==> src/rtl/exu_defines.svh <==
`ifndef EXU_DEFINES_SVH
`define EXU_DEFINES_SVH

// datapath width of the integer core.
`define EXU_XLEN 32

// register index width, enough for x0 to x31.
`define EXU_REG_W 5

// shift amount width, taken from the low bits of operand b.
`define EXU_SHAMT_W 5

// value loaded into the redirect target at reset.
`define EXU_DNPC_RST 32'h0000_0000

`endif

==> src/rtl/exu_pkg.sv <==
package exu_pkg;

    typedef enum logic [1:0] {
        CLS_ALU    = 2'd0,
        CLS_BRANCH = 2'd1,
        CLS_JUMP   = 2'd2,
        CLS_SYS    = 2'd3
    } exu_class_e;

    typedef enum logic [3:0] {
        FN_ADD    = 4'd0,
        FN_SUB    = 4'd1,
        FN_SLL    = 4'd2,
        FN_SLT    = 4'd3,
        FN_SLTU   = 4'd4,
        FN_XOR    = 4'd5,
        FN_SRL    = 4'd6,
        FN_SRA    = 4'd7,
        FN_OR     = 4'd8,
        FN_AND    = 4'd9,
        FN_PASS_B = 4'd10 // lui passes the immediate straight through.
    } alu_fn_e;

    typedef enum logic [2:0] {
        CMP_EQ  = 3'd0,
        CMP_NE  = 3'd1,
        CMP_LT  = 3'd2,
        CMP_GE  = 3'd3,
        CMP_LTU = 3'd4,
        CMP_GEU = 3'd5
    } cmp_e;

    typedef struct packed {
        alu_fn_e fn;
        cmp_e    cmp;
        logic    spare;
    } alu_fields_t;

    typedef struct packed {
        logic csrrw;
        logic csrrs;
        logic ecall;
        logic mret;
        logic fence_i;
        logic ebreak;
        logic illegal;
        logic spare;
    } sys_fields_t;

    // one op word, read by field layout according to the instruction class.
    typedef union packed {
        alu_fields_t alu; // alu, branch and jump classes.
        sys_fields_t sys; // system class only.
    } exu_op_u;

endpackage

==> src/rtl/exu_alu.sv <==
`include "exu_defines.svh"

module exu_alu (
    input  logic [`EXU_XLEN-1:0] pc,
    input  logic [`EXU_XLEN-1:0] imm,
    input  logic [`EXU_XLEN-1:0] src1,
    input  logic [`EXU_XLEN-1:0] src2,
    input  logic                 src1_is_pc,
    input  logic                 src2_is_imm,
    input  exu_pkg::exu_class_e  op_class,
    input  exu_pkg::exu_op_u     op,
    output logic [`EXU_XLEN-1:0] alu_result,
    output logic                 cmp_taken
);
    import exu_pkg::*;

    logic [`EXU_XLEN-1:0]    opa;
    logic [`EXU_XLEN-1:0]    opb;
    logic [`EXU_XLEN-1:0]    sum;
    logic [`EXU_XLEN-1:0]    fn_result;
    logic [`EXU_SHAMT_W-1:0] shamt;
    logic                    ab_lt_s;
    logic                    ab_lt_u;
    logic                    src_eq;
    logic                    src_lt_s;
    logic                    src_lt_u;

    assign opa   = src1_is_pc  ? pc  : src1;
    assign opb   = src2_is_imm ? imm : src2;
    assign shamt = opb[`EXU_SHAMT_W-1:0];
    assign sum   = opa + opb;

    assign ab_lt_s = $signed(opa) < $signed(opb);
    assign ab_lt_u = opa < opb;

    always_comb begin
        case (op.alu.fn)
            FN_ADD:    fn_result = sum;
            FN_SUB:    fn_result = opa - opb;
            FN_SLL:    fn_result = opa << shamt;
            FN_SLT:    fn_result = {{(`EXU_XLEN-1){1'b0}}, ab_lt_s};
            FN_SLTU:   fn_result = {{(`EXU_XLEN-1){1'b0}}, ab_lt_u};
            FN_XOR:    fn_result = opa ^ opb;
            FN_SRL:    fn_result = opa >> shamt;
            FN_SRA:    fn_result = $signed(opa) >>> shamt;
            FN_OR:     fn_result = opa | opb;
            FN_AND:    fn_result = opa & opb;
            FN_PASS_B: fn_result = opb;
            default:   fn_result = '0;
        endcase
    end

    always_comb begin
        case (op_class)
            CLS_JUMP: alu_result = {sum[`EXU_XLEN-1:1], 1'b0}; // jalr clears bit 0.
            CLS_SYS:  alu_result = '0; // the op word holds system flags here.
            default:  alu_result = fn_result;
        endcase
    end

    // the branch compare always looks at the register operands.
    assign src_eq   = src1 == src2;
    assign src_lt_s = $signed(src1) < $signed(src2);
    assign src_lt_u = src1 < src2;

    always_comb begin
        case (op.alu.cmp)
            CMP_EQ:  cmp_taken = src_eq;
            CMP_NE:  cmp_taken = !src_eq;
            CMP_LT:  cmp_taken = src_lt_s;
            CMP_GE:  cmp_taken = !src_lt_s;
            CMP_LTU: cmp_taken = src_lt_u;
            CMP_GEU: cmp_taken = !src_lt_u;
            default: cmp_taken = 1'b0;
        endcase
    end

endmodule

==> src/rtl/exu_branch.sv <==
`include "exu_defines.svh"

module exu_branch (
    input  exu_pkg::exu_class_e  op_class,
    input  exu_pkg::exu_op_u     op,
    input  logic                 cmp_taken,
    input  logic [`EXU_XLEN-1:0] alu_result,
    input  logic [`EXU_XLEN-1:0] csr_data,
    output logic                 redirect,
    output logic [`EXU_XLEN-1:0] redirect_pc
);
    import exu_pkg::*;

    logic sys_trap;

    // ecall reads mtvec and mret reads mepc, both arrive on csr_data.
    assign sys_trap = op.sys.ecall | op.sys.mret;

    always_comb begin
        redirect    = 1'b0;
        redirect_pc = alu_result; // pc + imm for branches, rs1 + imm for jalr.
        case (op_class)
            CLS_JUMP: begin
                redirect = 1'b1;
            end
            CLS_BRANCH: begin
                redirect = cmp_taken;
            end
            CLS_SYS: begin
                redirect    = sys_trap;
                redirect_pc = csr_data;
            end
            default: begin
                redirect = 1'b0;
            end
        endcase
    end

endmodule

==> src/rtl/exu_csr_wdata.sv <==
`include "exu_defines.svh"

module exu_csr_wdata (
    input  exu_pkg::exu_class_e  op_class,
    input  exu_pkg::exu_op_u     op,
    input  logic [`EXU_XLEN-1:0] pc,
    input  logic [`EXU_XLEN-1:0] src1,
    input  logic [`EXU_XLEN-1:0] csr_data,
    input  logic [`EXU_XLEN-1:0] alu_result,
    output logic [`EXU_XLEN-1:0] wb_result,
    output logic [`EXU_XLEN-1:0] csr_wdata_next
);
    import exu_pkg::*;

    localparam logic [`EXU_XLEN-1:0] INSN_BYTES = 4;

    logic is_sys;
    logic csr_op;

    assign is_sys = op_class == CLS_SYS;
    assign csr_op = is_sys & (op.sys.csrrw | op.sys.csrrs);

    assign csr_wdata_next = !is_sys       ? '0 :
                            op.sys.csrrw  ? src1 :
                            op.sys.csrrs  ? (src1 | csr_data) : '0;

    assign wb_result = (op_class == CLS_JUMP) ? pc + INSN_BYTES : // link address.
                       csr_op                 ? csr_data : alu_result;

endmodule

==> src/rtl/exu_ctrl.sv <==
`include "exu_defines.svh"

module exu_ctrl (
    input  logic                  clk,
    input  logic                  rst,
    input  logic                  idu_valid,
    input  logic                  lsu_ready,
    input  logic [`EXU_XLEN-1:0]  wb_result,
    input  logic [`EXU_XLEN-1:0]  csr_wdata_next,
    input  logic [`EXU_XLEN-1:0]  src2,
    input  logic                  redirect,
    input  logic [`EXU_XLEN-1:0]  redirect_pc,
    input  exu_pkg::exu_class_e   op_class,
    input  exu_pkg::exu_op_u      op,
    input  logic                  is_load,
    input  logic                  is_store,
    input  logic                  rf_we,
    input  logic [`EXU_REG_W-1:0] rd,
    output logic                  exu_ready,
    output logic                  exu_valid,
    output logic [`EXU_XLEN-1:0]  result,
    output logic [`EXU_XLEN-1:0]  store_data,
    output logic [`EXU_XLEN-1:0]  csr_wdata,
    output logic                  lu_is_load,
    output logic                  lu_is_store,
    output logic                  lu_rf_we,
    output logic [`EXU_REG_W-1:0] lu_rd,
    output logic                  dnpc_valid,
    output logic [`EXU_XLEN-1:0]  dnpc,
    output logic                  ic_fence_i,
    output logic                  halt
);
    import exu_pkg::*;

    logic is_sys;
    logic sys_fence_i;
    logic sys_halt;
    logic accept;

    assign exu_ready = lsu_ready; // one register deep, so it moves whenever memory does.
    assign accept    = idu_valid & lsu_ready;

    assign is_sys      = op_class == CLS_SYS;
    assign sys_fence_i = is_sys & op.sys.fence_i;
    assign sys_halt    = is_sys & (op.sys.ebreak | op.sys.illegal);

    // flags clear on an idle edge and hold while memory stalls.
    always_ff @(posedge clk or posedge rst) begin
        if (rst) begin
            exu_valid  <= 1'b0;
            dnpc_valid <= 1'b0;
            ic_fence_i <= 1'b0;
            halt       <= 1'b0;
        end else if (lsu_ready) begin
            exu_valid  <= idu_valid;
            dnpc_valid <= idu_valid & redirect;
            ic_fence_i <= idu_valid & sys_fence_i;
            halt       <= idu_valid & sys_halt;
        end
    end

    always_ff @(posedge clk or posedge rst) begin
        if (rst) begin
            result      <= '0;
            store_data  <= '0;
            csr_wdata   <= '0;
            lu_is_load  <= 1'b0;
            lu_is_store <= 1'b0;
            lu_rf_we    <= 1'b0;
            lu_rd       <= '0;
            dnpc        <= `EXU_DNPC_RST;
        end else if (accept) begin
            result      <= wb_result;
            store_data  <= src2;
            csr_wdata   <= csr_wdata_next;
            lu_is_load  <= is_load;
            lu_is_store <= is_store;
            lu_rf_we    <= rf_we;
            lu_rd       <= rd;
            dnpc        <= redirect_pc; // qualified by dnpc_valid.
        end
    end

endmodule

==> src/rtl/exu_top.sv <==
`include "exu_defines.svh"

module exu_top (
    input  logic                  clk,
    input  logic                  rst,
    input  logic                  idu_valid,
    input  logic [`EXU_XLEN-1:0]  pc,
    input  logic [`EXU_XLEN-1:0]  imm,
    input  logic [`EXU_XLEN-1:0]  src1,
    input  logic [`EXU_XLEN-1:0]  src2,
    input  logic [`EXU_XLEN-1:0]  csr_data,
    input  exu_pkg::exu_class_e   op_class,
    input  exu_pkg::exu_op_u      op,
    input  logic                  src1_is_pc,
    input  logic                  src2_is_imm,
    input  logic                  is_load,
    input  logic                  is_store,
    input  logic                  rf_we,
    input  logic [`EXU_REG_W-1:0] rd,
    input  logic                  lsu_ready,
    output logic                  exu_ready,
    output logic                  exu_valid,
    output logic [`EXU_XLEN-1:0]  result,
    output logic [`EXU_XLEN-1:0]  store_data,
    output logic [`EXU_XLEN-1:0]  csr_wdata,
    output logic                  lu_is_load,
    output logic                  lu_is_store,
    output logic                  lu_rf_we,
    output logic [`EXU_REG_W-1:0] lu_rd,
    output logic                  ic_fence_i,
    output logic                  dnpc_valid,
    output logic [`EXU_XLEN-1:0]  dnpc,
    output logic                  halt
);

    logic [`EXU_XLEN-1:0] alu_result;
    logic                 cmp_taken;
    logic                 redirect;
    logic [`EXU_XLEN-1:0] redirect_pc;
    logic [`EXU_XLEN-1:0] wb_result;
    logic [`EXU_XLEN-1:0] csr_wdata_next;

    exu_alu u_alu (
        .pc          (pc),
        .imm         (imm),
        .src1        (src1),
        .src2        (src2),
        .src1_is_pc  (src1_is_pc),
        .src2_is_imm (src2_is_imm),
        .op_class    (op_class),
        .op          (op),
        .alu_result  (alu_result),
        .cmp_taken   (cmp_taken)
    );

    exu_branch u_branch (
        .op_class    (op_class),
        .op          (op),
        .cmp_taken   (cmp_taken),
        .alu_result  (alu_result),
        .csr_data    (csr_data),
        .redirect    (redirect),
        .redirect_pc (redirect_pc)
    );

    exu_csr_wdata u_csr_wdata (
        .op_class       (op_class),
        .op             (op),
        .pc             (pc),
        .src1           (src1),
        .csr_data       (csr_data),
        .alu_result     (alu_result),
        .wb_result      (wb_result),
        .csr_wdata_next (csr_wdata_next)
    );

    exu_ctrl u_ctrl (
        .clk            (clk),
        .rst            (rst),
        .idu_valid      (idu_valid),
        .lsu_ready      (lsu_ready),
        .wb_result      (wb_result),
        .csr_wdata_next (csr_wdata_next),
        .src2           (src2),
        .redirect       (redirect),
        .redirect_pc    (redirect_pc),
        .op_class       (op_class),
        .op             (op),
        .is_load        (is_load),
        .is_store       (is_store),
        .rf_we          (rf_we),
        .rd             (rd),
        .exu_ready      (exu_ready),
        .exu_valid      (exu_valid),
        .result         (result),
        .store_data     (store_data),
        .csr_wdata      (csr_wdata),
        .lu_is_load     (lu_is_load),
        .lu_is_store    (lu_is_store),
        .lu_rf_we       (lu_rf_we),
        .lu_rd          (lu_rd),
        .dnpc_valid     (dnpc_valid),
        .dnpc           (dnpc),
        .ic_fence_i     (ic_fence_i),
        .halt           (halt)
    );

endmodule

==> config.mk <==
export PLATFORM = sky130hd
export DESIGN_NAME = exu_top
export DESIGN_NICKNAME = d
export VERILOG_FILES = /design/src/rtl/exu_pkg.sv /design/src/rtl/exu_alu.sv /design/src/rtl/exu_branch.sv /design/src/rtl/exu_csr_wdata.sv /design/src/rtl/exu_ctrl.sv /design/src/rtl/exu_top.sv
export VERILOG_INCLUDE_DIRS = /design/src /design/src/rtl
export SDC_FILE = /design/constraint.sdc
export NUM_CORES = 1
export LEC_CHECK = 0
export BUFFER_PORTS_ARGS = -buffer_cell sky130_fd_sc_hd__buf_4
export CAP_MARGIN = 20
export CORE_MARGIN = 4
export CORE_UTILIZATION = 50
export CTS_CLUSTER_DIAMETER = 40
export DETAILED_ROUTE_END_ITERATION = 16
export PLACE_DENSITY = 0.83
export SYNTH_ARGS = -nofsm -noshare
export SYNTH_HDL_FRONTEND = slang
export SYNTH_SLANG_ARGS = --single-unit
==> constraint.sdc <==
create_clock -name clk -period 6.35 [get_ports clk]
set_input_delay 0.9525 -clock clk [delete_from_list [all_inputs] [get_ports clk]]
set_output_delay 0.9525 -clock clk [all_outputs]
set_load 0.01 [all_outputs]
==> flow_metrics.env <==
export IMPL_first_pass_iters=11
export IMPL_r2r_end="u_ctrl.result[30]$_DFFE_PP0P_"
export IMPL_pwr_share_clk_pct=24.1
export IMPL_outcome="completed"
export IMPL_met3_usage_pct=10.3
export IMPL_cts_sinks=140
export IMPL_coreArea_um2=33900
export IMPL_synth_top_cell_area_share_pct=20.2
export IMPL_netlist_area_um2=17300
export IMPL_tightest_slew_ns=1.21
export IMPL_cts_hold_buf=0
export IMPL_syn_avg_cell_area_um2=7.29
export IMPL_r2r_start="u_ctrl.result[30]$_DFFE_PP0P_"
export IMPL_power_frac_comb_pct=50.0
export IMPL_async_flop_share_pct=100
export IMPL_min_path_cells=2
export IMPL_post_drt_wl_per_cell_um=29.1
export IMPL_drtIter0Drc=3695
export IMPL_power_leakage_nw=9.54
export IMPL_max_stage_delay_ns=0.61
export IMPL_powerDensity_nw_per_um2=208
export IMPL_start_util_pct=51.2
export IMPL_clkSlewWorstSetupHoldPaths_ns=0.06
export IMPL_ios=325
export IMPL_hold_path_endpoint="u_ctrl.csr_wdata[24]$_DFFE_PP0P_"
export IMPL_drc=0
export IMPL_nets=2937
export IMPL_clock_skew_ns=0
export IMPL_yosysWarnings=0
export IMPL_cp_required_ns=6.63
export IMPL_final_layout_size_suffix_gt1_share_pct=18.7
export IMPL_tns_ns=0
export IMPL_grt_use_met2_pct=68.4
export IMPL_cpMostUsedCell="or3_1"
export IMPL_cts_tree="built"
export IMPL_ys_flop_type="dfrtp_1"
export IMPL_htreeDepth=4
export IMPL_grt_max_degree=93
export IMPL_max_freq_mhz=189
export IMPL_final_common_cell="buf_4"
export IMPL_fp_dieW_um=194
export IMPL_post_cts_buffers=0
export IMPL_ir_drop_v=0.000200
export IMPL_synth_nets=2703
export IMPL_row_count=67
export IMPL_p_int_mw=2.41
export IMPL_numCtsBuffers=17
export IMPL_grt_pass1_vias=20000
export IMPL_worst_setup_path_start_kind="input port"
export IMPL_cap_violations=0
export IMPL_crit_fanout=46
export IMPL_fp_dieArea_um2=37700
export IMPL_yosysTopAreaCell="dfrtp_1"
export IMPL_die_height_um=194
export IMPL_crit_family="compound AO/OA/AOI/OAI gates"
export IMPL_fin_crit_sh_pct=83.1
export IMPL_fin_crit_ns=5.28
export IMPL_ant_nets=0
export IMPL_grt_pass1_wl_mm=130
export IMPL_ys_seq_area_share_pct=20.2
export IMPL_reg2reg_depth=2
export IMPL_yosysUniqueCellTypes=94
export IMPL_cts_root_buf="clkbuf_16"
export IMPL_portBuffers=323
export IMPL_gp_congestion=1.08
export IMPL_routed_wl_mm=89.4
export IMPL_cts_resized=0
export IMPL_path_class="input port to flop"
export IMPL_grt_ovfl_total=0
export IMPL_p_switching_mw=1.88
export IMPL_hp_start="u_ctrl.csr_wdata[24]$_DFFE_PP0P_"
export IMPL_drv_slew=0
export IMPL_end_kind="flop"
export IMPL_dp_hpwl_mm=69.5
export IMPL_worst_path_max_delay_cell="o21ai_0"
export IMPL_hold_class="flop to flop"
export IMPL_seq_power_share_pct=25.9
export IMPL_path_buf_inv=2
export IMPL_reg2reg_slack_ns=5.29
export IMPL_most_common_layout_cells="384 x buf_4, 323 x nand2_1, 236 x o21ai_0"
export IMPL_crit_chain="buf_4, o21ai_0, inv_1, ha_1, or4_4, or3_1, a21oi_2, o21ai_2, o211ai_2, o22ai_2, or3_1, nand3_1, o21ai_1, a221oi_2, a21oi_1"
export IMPL_n_antenna_cell=0
export IMPL_hold_violations=0
export IMPL_clk_latency_ns=0.43
export IMPL_route_vias_total=21500
export IMPL_antenna_found_initial=0
export IMPL_syn_inst=2380
export IMPL_synth_edff_count=0
export IMPL_top_usage_layer="met2"
export IMPL_gr_usage_met1_pct=59.3
export IMPL_slew_headroom_pct=19.0
export IMPL_synth_seq_cells=140
export IMPL_track_usage_pct=44.7
export IMPL_crit_arrival_ns=5.56
export IMPL_rsz0062_at_grt="no"
export IMPL_ys_top_cells_by_area="dfrtp_1 20%, ha_1 9.9%, nand2_1 7.0%, o21ai_0 6.8%, mux2i_1 6.5%"
export IMPL_clockBufferDepth=2
export IMPL_areaGrowthSynthToFinish_pct=19.2
export IMPL_final_core_util_pct=61.1
export IMPL_setup_viol=0
export IMPL_avgViaCountPerCell=6.99
export IMPL_p_sw_share_pct=43.8
## worst register-to-register path: cells and delay by family (launching register included)
kind,cells,cell delay [ns]
compound gates,2,0.49
flops,1,0.40
## power groups by stage
stage	logic [mW]	clock network [mW]	registers (mW)
after floorplan	1.15	0	1.16
after global placement	2.02	0	1.11
after detailed placement	2.05	0	1.12
after CTS	2.06	1.03	1.11
after global routing	2.26	1.06	1.12
final	2.15	1.03	1.11
## layer usage
| metal | vias to the layer above | wire length [um] |
|---|---|---|
| met5 | - | 0 |
| met4 | 0 | 5560 |
| met3 | 355 | 12100 |
| met2 | 1893 | 38600 |
| met1 | 10100 | 33100 |
| li1 | 9170 | - |
## state kept, by name, summed over array words and instances, names as in the netlist
| signal | count |
|---|---|
| u_ctrl.ic_fence_i | 1 |
| u_ctrl.dnpc_valid | 1 |
| u_ctrl.store_data | 32 |
| u_ctrl.halt | 1 |
| u_ctrl.result | 32 |
| u_ctrl.lu_rd | 5 |
| u_ctrl.lu_is_load | 1 |
| u_ctrl.csr_wdata | 32 |
| u_ctrl.dnpc | 32 |
| u_ctrl.lu_rf_we | 1 |
| u_ctrl.exu_valid | 1 |
| u_ctrl.lu_is_store | 1 |
## Yosys cell counts (25+ instances only)
cell type and count:
nand2_1 324, o21ai_0 237, a21oi_1 224, nor2_1 197, dfrtp_1 140, ha_1 137
inv_1 130, mux2i_1 113, clkbuf_1 100, o211ai_1 51, nand3_1 45, buf_2 44
a211oi_1 41, xnor2_1 40, a31oi_1 39, nor3_1 37, a221oi_1 34, o22ai_1 28
a22oi_1 25
## cells by family (layout without fill, tap and decap cells)
kind of cell | after synthesis | count (layout) | synth area share (%)
simple gates | 700 | 700 | 17.3
xor+xnor | 53 | 53 | 2.68
mux | 145 | 145 | 9.14
compound gates | 893 | 893 | 33.1
flops | 140 | 140 | 20.2
buf+inv | 310 | 557 | 7.43
fa+ha+maj | 139 | 139 | 10.1
## final cells by class
type,count,area (um^2)
Fill cell,3017,13200
Multi-Input combinational cell,1930,12600
Sequential cell,140,3500
Timing Repair Buffer,385,2890
Tap cell,448,561
Inverter,140,532
Clock buffer,19,433
Clock inverter,13,164
## worst max-delay path by stage
stage | from | end | cells past startpoint
CTS | src2_is_imm | u_ctrl.dnpc[29]$_DFFE_PP0P_ | 16
floorplan | src2_is_imm | u_ctrl.result[20]$_DFFE_PP0P_ | 19
detailed placement | src2_is_imm | u_ctrl.dnpc[29]$_DFFE_PP0P_ | 16
global placement | src2_is_imm | u_ctrl.result[29]$_DFFE_PP0P_ | 15
finish | src2_is_imm | u_ctrl.dnpc[29]$_DFFE_PP0P_ | 15
global route | src2_is_imm | u_ctrl.result[29]$_DFFE_PP0P_ | 16
## metrics by stage
| step | cells | instance area (um^2) | power (mW) | hold slack, ns | worst slack (ns) |
|---|---|---|---|---|---|
| 2_1_floorplan | 2380 | 17300 | 2.30 | 0.514 | 1.35 |
| 3_3_place_gp | 3042 | 20100 | 3.13 | 0.462 | 0.921 |
| 3_5_place_dp | 3042 | 20100 | 3.17 | 0.472 | 0.845 |
| 4_1_cts | 3074 | 20700 | 4.19 | 0.486 | 1.29 |
| 5_1_grt | 3075 | 20700 | 4.45 | 0.498 | 0.865 |
| 6_report | 3075 | 20700 | 4.29 | 0.484 | 1.07 |
Power figures use the tool's default switching activity.
